[src/source/issue_pkg.sv]
package issue_pkg;

	// ============================================================
	// Core dimensions
	// ============================================================

	// Architectural register count, r0 reads as zero
	localparam int NUM_REGS = 16;
	localparam int REG_W = 4;
	localparam int DATA_W = 16;

	// Number of execute stages between issue and writeback
	localparam int EXEC_STAGES = 4;

	// One bit per register, used for scoreboard and rollback masks
	typedef logic [NUM_REGS-1:0] regs_bitmap_t;

	// Opcodes 6 and 7 are unused and decode as NOP
	typedef enum logic [2:0] {
		OP_NOP = 3'd0,
		OP_LI  = 3'd1,
		OP_ADD = 3'd2,
		OP_SUB = 3'd3,
		OP_MUL = 3'd4,
		OP_AND = 3'd5
	} opcode_e;

	// ============================================================
	// Bus structures
	// ============================================================

	// Raw instruction word as driven on the req/ack link, 31 bits
	typedef struct packed {
		opcode_e opcode;
		logic [REG_W-1:0] rd;
		logic [REG_W-1:0] ra;
		logic [REG_W-1:0] rb;
		logic [DATA_W-1:0] imm;
	} instr_t;

	// Decoded form with operand and target presence flags
	typedef struct packed {
		opcode_e op;
		logic [REG_W-1:0] rd;
		logic [REG_W-1:0] ra;
		logic [REG_W-1:0] rb;
		logic [DATA_W-1:0] imm;
		logic has_ra;
		logic has_rb;
		logic has_rd;
		logic rf_wr;
	} decode_bus_t;

	// Single writeback port, 21 bits
	typedef struct packed {
		logic v;
		logic [REG_W-1:0] rd;
		logic [DATA_W-1:0] data;
	} wb_bus_t;

	// What the issue stage hands to the execute pipeline
	typedef struct packed {
		decode_bus_t db;
		logic [DATA_W-1:0] a_val;
		logic [DATA_W-1:0] b_val;
	} issue_op_t;

endpackage

[src/source/exec_pipe.sv]
module exec_pipe
	import issue_pkg::*;
(
	input logic clk,
	input logic rst,
	input logic will_issue,
	input issue_op_t issue_op,
	input logic flush,
	output wb_bus_t wb,
	output regs_bitmap_t rollback_bitmap
);

	// Stage 1 keeps the full op; the ALU works from it
	logic s1_v;
	issue_op_t s1_op;

	// Stages 2 up to the last carry only the result and its target
	logic [EXEC_STAGES:2] st_v;
	logic [REG_W-1:0] st_rd [2:EXEC_STAGES];
	logic [DATA_W-1:0] st_data [2:EXEC_STAGES];

	// ALU output of stage 1
	logic [DATA_W-1:0] alu_res;
	logic [2*DATA_W-1:0] product;

	// ============================================================
	// Stage valid chain
	// ============================================================

	// Flush kills every op in flight on the same edge.
	// Ops without a target occupy no stage at all
	always_ff @(posedge clk)
	begin
		if (rst || flush)
		begin
			s1_v <= 1'b0;
			st_v <= '0;
		end
		else
		begin
			s1_v <= will_issue && issue_op.db.has_rd;
			st_v <= {st_v[EXEC_STAGES-1:2], s1_v};
		end
	end

	// ============================================================
	// Stage 1 ALU
	// ============================================================

	assign product = s1_op.a_val * s1_op.b_val;

	always_comb
	begin
		case (s1_op.db.op)
			OP_LI:
				alu_res = s1_op.db.imm;
			OP_ADD:
				alu_res = s1_op.a_val + s1_op.b_val;
			OP_SUB:
				alu_res = s1_op.a_val - s1_op.b_val;
			OP_MUL:
				alu_res = product[DATA_W-1:0];
			OP_AND:
				alu_res = s1_op.a_val & s1_op.b_val;
			default:
				alu_res = '0;
		endcase
	end

	// ============================================================
	// Payload shift
	// ============================================================

	always_ff @(posedge clk)
	begin
		if (will_issue)
			s1_op <= issue_op;
		st_rd[2] <= s1_op.db.rd;
		st_data[2] <= alu_res;
		for (int i = 3; i <= EXEC_STAGES; i++)
		begin
			st_rd[i] <= st_rd[i-1];
			st_data[i] <= st_data[i-1];
		end
	end

	// Last stage is the writeback port
	assign wb.v = st_v[EXEC_STAGES];
	assign wb.rd = st_rd[EXEC_STAGES];
	assign wb.data = st_data[EXEC_STAGES];

	// Targets still pending in the pipe, handed back to the scoreboard on flush
	always_comb
	begin
		rollback_bitmap = '0;
		if (s1_v && s1_op.db.rf_wr)
			rollback_bitmap[s1_op.db.rd] = 1'b1;
		for (int i = 2; i <= EXEC_STAGES; i++)
			if (st_v[i] && (st_rd[i] != '0))
				rollback_bitmap[st_rd[i]] = 1'b1;
	end

endmodule

[src/source/instr_decoder.sv]
module instr_decoder
	import issue_pkg::*;
(
	input instr_t instr,
	output decode_bus_t db
);

	// Pure combinational decode, no state
	always_comb
	begin
		// Register fields and the immediate pass straight through
		db.op = instr.opcode;
		db.rd = instr.rd;
		db.ra = instr.ra;
		db.rb = instr.rb;
		db.imm = instr.imm;
		db.has_ra = 1'b0;
		db.has_rb = 1'b0;
		db.has_rd = 1'b0;

		case (instr.opcode)
			OP_LI:
			begin
				// Load immediate reads no registers
				db.has_rd = 1'b1;
			end
			OP_ADD, OP_SUB, OP_MUL, OP_AND:
			begin
				// Two-source ALU ops
				db.has_ra = 1'b1;
				db.has_rb = 1'b1;
				db.has_rd = 1'b1;
			end
			default:
			begin
				// NOP and the spare encodings do nothing at all
				db.op = OP_NOP;
			end
		endcase

		// A target of r0 is architecturally dropped, so it never reaches the file
		db.rf_wr = db.has_rd && (instr.rd != '0);
	end

endmodule

[src/source/issue_stage.sv]
module issue_stage
	import issue_pkg::*;
(
	input logic clk,
	input logic rst,
	input logic req,
	output logic ack,
	input decode_bus_t db,
	input logic can_issue,
	input logic flush,
	output logic will_issue,
	output logic [REG_W-1:0] rd_a_addr,
	output logic [REG_W-1:0] rd_b_addr,
	input logic [DATA_W-1:0] rd_a_data,
	input logic [DATA_W-1:0] rd_b_data,
	output issue_op_t issue_op
);

	// ACKED lasts one cycle after issue, WAIT_LOW holds ack until req drops
	typedef enum logic [1:0] {
		ST_IDLE,
		ST_ACKED,
		ST_WAIT_LOW
	} ack_state_e;

	ack_state_e state;

	// ============================================================
	// Four-phase handshake
	// ============================================================

	always_ff @(posedge clk)
	begin
		if (rst)
			state <= ST_IDLE;
		else
		begin
			case (state)
				ST_IDLE:
					if (will_issue)
						state <= ST_ACKED;
				ST_ACKED:
					state <= req ? ST_WAIT_LOW : ST_IDLE;
				ST_WAIT_LOW:
					if (!req)
						state <= ST_IDLE;
				default:
					state <= ST_IDLE;
			endcase
		end
	end

	// Ack is high in both non-idle states
	assign ack = (state != ST_IDLE);

	// A new request is only taken while ack is low, and never during a flush
	assign will_issue = req && (state == ST_IDLE) && can_issue && !flush;

	// ============================================================
	// Operand read and dispatch bundle
	// ============================================================

	// Absent sources read r0, which returns zero
	assign rd_a_addr = db.has_ra ? db.ra : '0;
	assign rd_b_addr = db.has_rb ? db.rb : '0;

	assign issue_op.db = db;
	assign issue_op.a_val = rd_a_data;
	assign issue_op.b_val = rd_b_data;

endmodule

[src/source/issue_top.sv]
module issue_top
	import issue_pkg::*;
(
	input logic clk,
	input logic rst,
	input logic req,
	output logic ack,
	input instr_t instr,
	input logic flush,
	input logic [REG_W-1:0] host_addr,
	output logic [DATA_W-1:0] host_data,
	output wb_bus_t wb
);

	decode_bus_t db;
	issue_op_t issue_op;
	regs_bitmap_t rollback_bitmap;
	logic can_issue;
	logic will_issue;
	logic [REG_W-1:0] rd_a_addr;
	logic [REG_W-1:0] rd_b_addr;
	logic [DATA_W-1:0] rd_a_data;
	logic [DATA_W-1:0] rd_b_data;

	// ============================================================
	// Front end
	// ============================================================

	instr_decoder u_decoder (
		.instr(instr),
		.db(db)
	);

	// Flush doubles as the rollback strobe
	reg_scoreboard u_scoreboard (
		.clk(clk),
		.rst(rst),
		.db(db),
		.will_issue(will_issue),
		.wb(wb),
		.rollback(flush),
		.rollback_bitmap(rollback_bitmap),
		.can_issue(can_issue)
	);

	issue_stage u_issue (
		.clk(clk),
		.rst(rst),
		.req(req),
		.ack(ack),
		.db(db),
		.can_issue(can_issue),
		.flush(flush),
		.will_issue(will_issue),
		.rd_a_addr(rd_a_addr),
		.rd_b_addr(rd_b_addr),
		.rd_a_data(rd_a_data),
		.rd_b_data(rd_b_data),
		.issue_op(issue_op)
	);

	// ============================================================
	// Execute and storage
	// ============================================================

	exec_pipe u_exec (
		.clk(clk),
		.rst(rst),
		.will_issue(will_issue),
		.issue_op(issue_op),
		.flush(flush),
		.wb(wb),
		.rollback_bitmap(rollback_bitmap)
	);

	reg_file u_regs (
		.clk(clk),
		.rst(rst),
		.rd_a_addr(rd_a_addr),
		.rd_b_addr(rd_b_addr),
		.rd_a_data(rd_a_data),
		.rd_b_data(rd_b_data),
		.host_addr(host_addr),
		.host_data(host_data),
		.wb(wb)
	);

endmodule

[src/source/reg_file.sv]
module reg_file
	import issue_pkg::*;
(
	input logic clk,
	input logic rst,
	input logic [REG_W-1:0] rd_a_addr,
	input logic [REG_W-1:0] rd_b_addr,
	output logic [DATA_W-1:0] rd_a_data,
	output logic [DATA_W-1:0] rd_b_data,
	input logic [REG_W-1:0] host_addr,
	output logic [DATA_W-1:0] host_data,
	input wb_bus_t wb
);

	logic [DATA_W-1:0] regs [NUM_REGS];

	// ============================================================
	// Write port
	// ============================================================

	// Single write port fed by the pipeline's last stage
	always_ff @(posedge clk)
	begin
		if (rst)
		begin
			for (int i = 0; i < NUM_REGS; i++)
				regs[i] <= '0;
		end
		else if (wb.v && (wb.rd != '0))
			regs[wb.rd] <= wb.data;
	end

	// ============================================================
	// Read ports
	// ============================================================

	// r0 is hardwired to zero on every port
	assign rd_a_data = (rd_a_addr == '0) ? '0 : regs[rd_a_addr];
	assign rd_b_data = (rd_b_addr == '0) ? '0 : regs[rd_b_addr];

	// Host port lets the outside world inspect committed state
	assign host_data = (host_addr == '0) ? '0 : regs[host_addr];

endmodule

[src/source/reg_scoreboard.sv]
module reg_scoreboard
	import issue_pkg::*;
(
	input logic clk,
	input logic rst,
	input decode_bus_t db,
	input logic will_issue,
	input wb_bus_t wb,
	input logic rollback,
	input regs_bitmap_t rollback_bitmap,
	output logic can_issue
);

	// A set bit means the register holds its committed value
	regs_bitmap_t valid;
	regs_bitmap_t nxt_valid;

	// Registers the decoded instruction touches
	regs_bitmap_t srcs;

	// Masks that clear and set bits this cycle
	regs_bitmap_t clr_bm;
	regs_bitmap_t set_bm;

	// ============================================================
	// Per-instruction register masks
	// ============================================================

	// Destination is included so that a second writer waits for the first,
	// which keeps writebacks to the same register in order
	always_comb
	begin
		srcs = '0;
		if (db.has_ra)
			srcs[db.ra] = 1'b1;
		if (db.has_rb)
			srcs[db.rb] = 1'b1;
		if (db.has_rd)
			srcs[db.rd] = 1'b1;
	end

	// Issuing marks the target pending
	always_comb
	begin
		clr_bm = '0;
		if (will_issue && db.rf_wr)
			clr_bm[db.rd] = 1'b1;
	end

	// Writeback and rollback both return registers to valid
	always_comb
	begin
		set_bm = rollback ? rollback_bitmap : '0;
		if (wb.v)
			set_bm[wb.rd] = 1'b1;
	end

	// ============================================================
	// Valid bitmap update
	// ============================================================

	always_comb
	begin
		nxt_valid = (valid & ~clr_bm) | set_bm;
		// r0 never waits for anything
		nxt_valid[0] = 1'b1;
	end

	always_ff @(posedge clk)
	begin
		if (rst)
			valid <= '1;
		else
			valid <= nxt_valid;
	end

	// Ready when every touched register above r0 is valid
	always_comb
		can_issue = (valid[NUM_REGS-1:1] & srcs[NUM_REGS-1:1]) == srcs[NUM_REGS-1:1];

endmodule
[config.mk]
export PLATFORM = sky130hd
export DESIGN_NAME = issue_top
export DESIGN_NICKNAME = d
export VERILOG_FILES = /design/src/source/issue_pkg.sv /design/src/source/exec_pipe.sv /design/src/source/instr_decoder.sv /design/src/source/issue_stage.sv /design/src/source/issue_top.sv /design/src/source/reg_file.sv /design/src/source/reg_scoreboard.sv
export SDC_FILE = /design/constraint.sdc
export NUM_CORES = 1
export LEC_CHECK = 0
export BUFFER_PORTS_ARGS = -buffer_cell sky130_fd_sc_hd__buf_2
export CORE_UTILIZATION = 35
export CTS_CLUSTER_SIZE = 30
export DETAILED_ROUTE_END_ITERATION = 16
export GPL_ROUTABILITY_DRIVEN = 0
export SLEW_MARGIN = 30
export SYNTH_ARGS = -nofsm -noshare
export SYNTH_HDL_FRONTEND = slang
export SYNTH_SLANG_ARGS = --single-unit
[constraint.sdc]
create_clock -name clk -period 10.52 [get_ports clk]
set_input_delay 3.156 -clock clk [delete_from_list [all_inputs] [get_ports clk]]
set_output_delay 3.156 -clock clk [all_outputs]
set_load 0.02 [all_outputs]
== Yosys cells after proc, flatten, opt, wreduce, memory -nomap -nowiden ==
Memories as Yosys holds them, arrays and structs flattened. A register that Yosys moved wholly into a read port is not among the register bits.
Index checks and enable logic that the tools add are counted.
Storage, ports and cells
  bits in registers: 46
  latch bits: 0
  memory bits (writable): 316
  bits in read-only memories: 0
  input bits: 39
  output and inout bits: 38
  logic and storage cells: 129
  memories kept: 3
Memory list
  u_regs.regs: depth 16, width 16, read ports 3, clocked after memory_dff 2, wr ports 16, RTL line reg_file.sv:15  | logic [DATA_W-1:0] regs [NUM_REGS];
  u_exec.st_data: depth 3, width 16, read ports 3, clocked after memory_dff 0, wr ports 3, RTL line exec_pipe.sv:20  | logic [DATA_W-1:0] st_data [2:EXEC_STAGES];
  u_exec.st_rd: depth 3, width 4, read ports 3, clocked after memory_dff 0, wr ports 3, RTL line exec_pipe.sv:19  | logic [REG_W-1:0] st_rd [2:EXEC_STAGES];
Cells by class
  add/subtract/negate cells: 2
  multipliers: 1
  divide/modulo/power cells: 0
  order comparisons: 14
  equality and inequality tests: 15
  shifts and indexed selects: 0
  mux-type cells: 42
  bitwise operators: 11
  reductions and logical operators: 32
Operators by type and width (number)
  $mux 16: 12
  $or 16x16->16: 7
  $pmux 16 s5: 1
  $lt 4x5->1 const B: 7
  $and 16x16->16: 2
  $demux 1 s4: 7
  $ge 4x1->1 const B: 7
  $logic_and 1x1->1: 17
  $add 16x16->16: 1
  $mul 16x16->16: 1
  $not 16->16: 1
  $reduce_bool 4->1: 4
  $reduce_or 16->1: 1
  $sub 16x16->16: 1
  $and 15x15->15: 1
  $eq 15x15->1: 1
  $mux 1: 14
  $eq 3x2->1 const B: 4
  $eq 3x3->1 const B: 4
  $logic_not 4->1: 3
  $mux 4: 3
  $mux 2: 4
  $eq 3x1->1 const B: 2
  $pmux 2 s3: 1
  other kinds (11): 11

== Longest topological paths before layout ==
  depth after elaboration: 18
  mapped depth: 22
  depth with buffers taken out: 20

== Hierarchy ==
A second synthesis with hierarchy kept.
Second synthesis, totals
  cell total of the unflattened synthesis: 2136
  area total of the unflattened synthesis: 26401.6 µm²
By module, submodules not included
  reg_file: times used 1, cells an instance 938, area an instance 15140.8 µm², seq. area each 7236.9 µm²
  exec_pipe: times used 1, cells an instance 904, area an instance 9009.9 µm², seq. area each 2962.8 µm²
  reg_scoreboard: times used 1, cells an instance 172, area an instance 1317.5 µm², seq. area each 300.3 µm²
  issue_stage: times used 1, cells an instance 83, area an instance 648.1 µm², seq. area each 40.0 µm²
  instr_decoder: times used 1, cells an instance 39, area an instance 285.3 µm², seq. area each 0.0 µm²

== Worst setup path before layout ==
No wires, ideal clock.
  path type: input -> output
  start point: in host_addr[0]
  end point: out host_data[0]
  arrival: 5.312 ns
  required time: 7.364 ns
  setup slack: 2.052 ns
  cell stages on the path: 5
  buffers on the path: 2
  path through: clkbuf_1 buf_1 mux4_2 mux4_2 nor2b_1
Between the ends
  cells in the longest elaborated chain, start to end: 2
  elaborated cells between the ends (all ways): 3
  classes of those cells: 1 x mux; 1 x reduce/logical; 1 x memory
Ends and longest elaborated chain
  from (decl): RTL line issue_top.sv:10  | input logic [REG_W-1:0] host_addr,
  $mem_v2 16x16 / $logic_not 4->1 (equally long branches)
  $mux 16 *: RTL line reg_file.sv:42  | assign host_data = (host_addr == '0) ? '0 : regs[host_addr];
  to (decl): RTL line issue_top.sv:11  | output logic [DATA_W-1:0] host_data,
Every way passes the cells marked *; elsewhere a longest branch is shown, timed or not.

== Worst setup path in the final report ==
  start point: in host_addr[0]
  end point: out host_data[3]
The elaborated chain is that of the path after synthesis.

==> qor.yml <==
setup_path:
  worst_setup_path_start_kind: "primary input"
  cp.required_ps: 7360
  cp-end-kind: "output pin"
  crit_arrival_ps: 5560
  r2r_start: "u_exec.s1_op[20]"
  critPathLaunch: "host_addr[0]"
  critPathKind: "in -> out"
  worstPathMaxFanout: 41
cts:
  clock_path_buffers: 3
  hold_buffers: 0
  cts_buffers: 45
  htreeDepth: 2
  cts_resized: 0
  cts_root_buf: "clkbuf_16"
  clk_pin_slew_ps: 70
  worstSkewPairLatency_ps: 610
  cts.sinks: 393
  cts_setup_buffers: 0
  cts_tree: "yes"
layout:
  final_cell_mix: "312 x edfxtp_1, 310 x and2_1, 191 x nand2_1"
  syn2layout_area_growth_pct: 12.19
  final_common_cell: "edfxtp_1"
  final_nets: 2706
  finalNonFillerCells: 3527
  fin_area_um2: 29710
  drive_above_1_share: 0.1565
run_status:
  outcome: "completed"
synthesis:
  syn_area_um2: 26490
  synth.distinct_cells: 65
  async_flop_share: 0
  yosys.area.top_type: "edfxtp_1"
  synth_flop_cell: "edfxtp_1"
  syn_inst: 2504
  synth_area_per_cell_um2: 10.58
  synth_top_area_share: 0.3537
  synth.yosys.seq_area_share: 0.4150
  synth_area_leaders: "edfxtp_1 35%, and2_1 7.4%, mux4_2 6.8%, dfxtp_1 6.1%, fa_1 6.1%"
  synth_edf_count: 312
  ys_seq_elements: 393
  yosysWarnings: 0
timing:
  rsz0062_at_grt: "false"
  slew_headroom: 0.3393
  max_freq_mhz: 114.8
  fin_skew_ps: 58.93
  fin_setup_tns_ps: 0
  finalSetupViolCount: 0
  fin_ws_ps: 1806
  worst_pin_slew_ps: 991.1
  hold_viol_final: 0
  fin_crit_ps: 8714
  drv_slew: 0
  period_share: 0.8283
floorplanning:
  row_count: 100
  die_area_um2: 76780
  die_w_um: 277.1
  start_util: 0.3546
  core_um2: 74700
  die_h_um: 277.1
  pin_count: 77
place:
  placedCellCount: 3442
  pre_cts_ws_ps: 1748
  hpwlAfterDp_mm: 59.15
  placed_area_um2: 28050
  io_buffers: 76
global_routing:
  grt_antenna_before_repair: 2
  gr-total-overflow: 0
  grt_usage: 0.2181
  grt_pass1_wl_mm: 128.5
  grt_pass1_vias: 20150
  grt_start_max_net_pins: 73
pwr:
  power.leakage_nw: 11.70
  power_density_nw_per_um2: 183.0
  fin_total_pwr_mw: 5.437
  peakVddDrop_uv: 150.6
route:
  wl_per_cell_um: 24.06
  drt_iter0_markers: 2425
  drt-total-wl_mm: 84.87
  ant_nets: 0
  via_count: 20520
  first_pass_iters: 6
  viasPerCell: 5.819
  route.detailed.drc: 0
worst_hold_path:
  hold_class: "reg -> reg"
  hp-start: "u_exec.st_data[2][13]"
job:
  max-cap-violations: 0
## cells in the mapped netlist, types with 24 or more instances
master,instances
xor2_1,24
nand2b_1,28
mux2i_1,131
o21ai_0,105
dfxtp_1,81
edfxtp_1,312
inv_1,125
xnor2_1,42
a21oi_1,177
ha_1,66
nand2_1,194
buf_1,26
and2_1,312
a211oi_1,34
a32oi_1,33
fa_1,81
nor2_1,52
nor2b_1,52
mux4_2,80
mux2_2,62
clkbuf_1,149
nand3_1,124
## layer usage
| layer | wire (um) | GRT usage | up-vias |
|---|---|---|---|
| li1 | - | - | 9022 |
| met1 | 34680 | 0.3010 | 10080 |
| met2 | 38460 | 0.3385 | 1229 |
| met3 | 8801 | 0.04480 | 189 |
| met4 | 2926 | 0.07664 | 0 |
| met5 | 0 | 0 | - |
## logic make-up after synthesis
group	after synthesis	share of synthesized area
AO/OA/AOI/OAI	449	0.1023
XOR/XNOR	68	0.02348
adder cells (fa/ha/maj)	147	0.09240
buffers and inverters	313	0.04559
flip-flops	393	0.4150
multiplexers	273	0.1439
other	1	0.0001416
AND/OR/NAND/NOR	860	0.1772
## registers in the layout, summed over array words and instances (netlist names)
signal              count
u_scoreboard.valid     15
u_regs.regs           256
u_issue.state           2
u_exec.s1_op           56
u_exec.st_data         48
u_exec.s1_v             1
u_exec.st_rd           12
u_exec.st_v             3
## final cells by class
type | count | area (um^2)
fill | 7035 | 44980
sequential | 393 | 10990
clock buffer | 50 | 1176
tap | 969 | 1212
inverter | 125 | 469.2
clock inverter | 33 | 459.2
timing repair buffer | 142 | 893.4
antenna | 2 | 5.005
multi-input combinational | 1813 | 14510
## worst max-delay path: stages
cell and delay (ps):
buf_4 590, buf_4 410, mux4_2 550, mux4_2 460, nor2b_1 190, buf_2 180
## worst paths after layout
path / endpoint / slack [ps] / depth (start not counted)
worst min register to register: u_exec.st_data[3][13] / 320 / 0
worst max-delay path: host_data[3] / 1810 / 6
worst max register to register: u_exec.st_data[2][12] / 4240 / 18
worst min-delay path: u_exec.st_data[3][13] / 320 / 0
## report_power, final
| part | switching [mW] | internal (mW) |
|---|---|---|
| sequential | 0.124 | 1.79 |
| combinational | 1.05 | 0.735 |
| clock | 0.696 | 1.04 |
| total | 1.87 | 3.56 |
## metrics by stage
step / hold WS, ps / util
finish: 316.5 / 0.3978
global route: 331.2 / 0.3978
CTS: 323.4 / 0.3974
detailed placement: 312.1 / 0.3755
global placement: 311.4 / 0.3753
floorplan: 309.6 / -
Power figures use the tool's default switching activity.
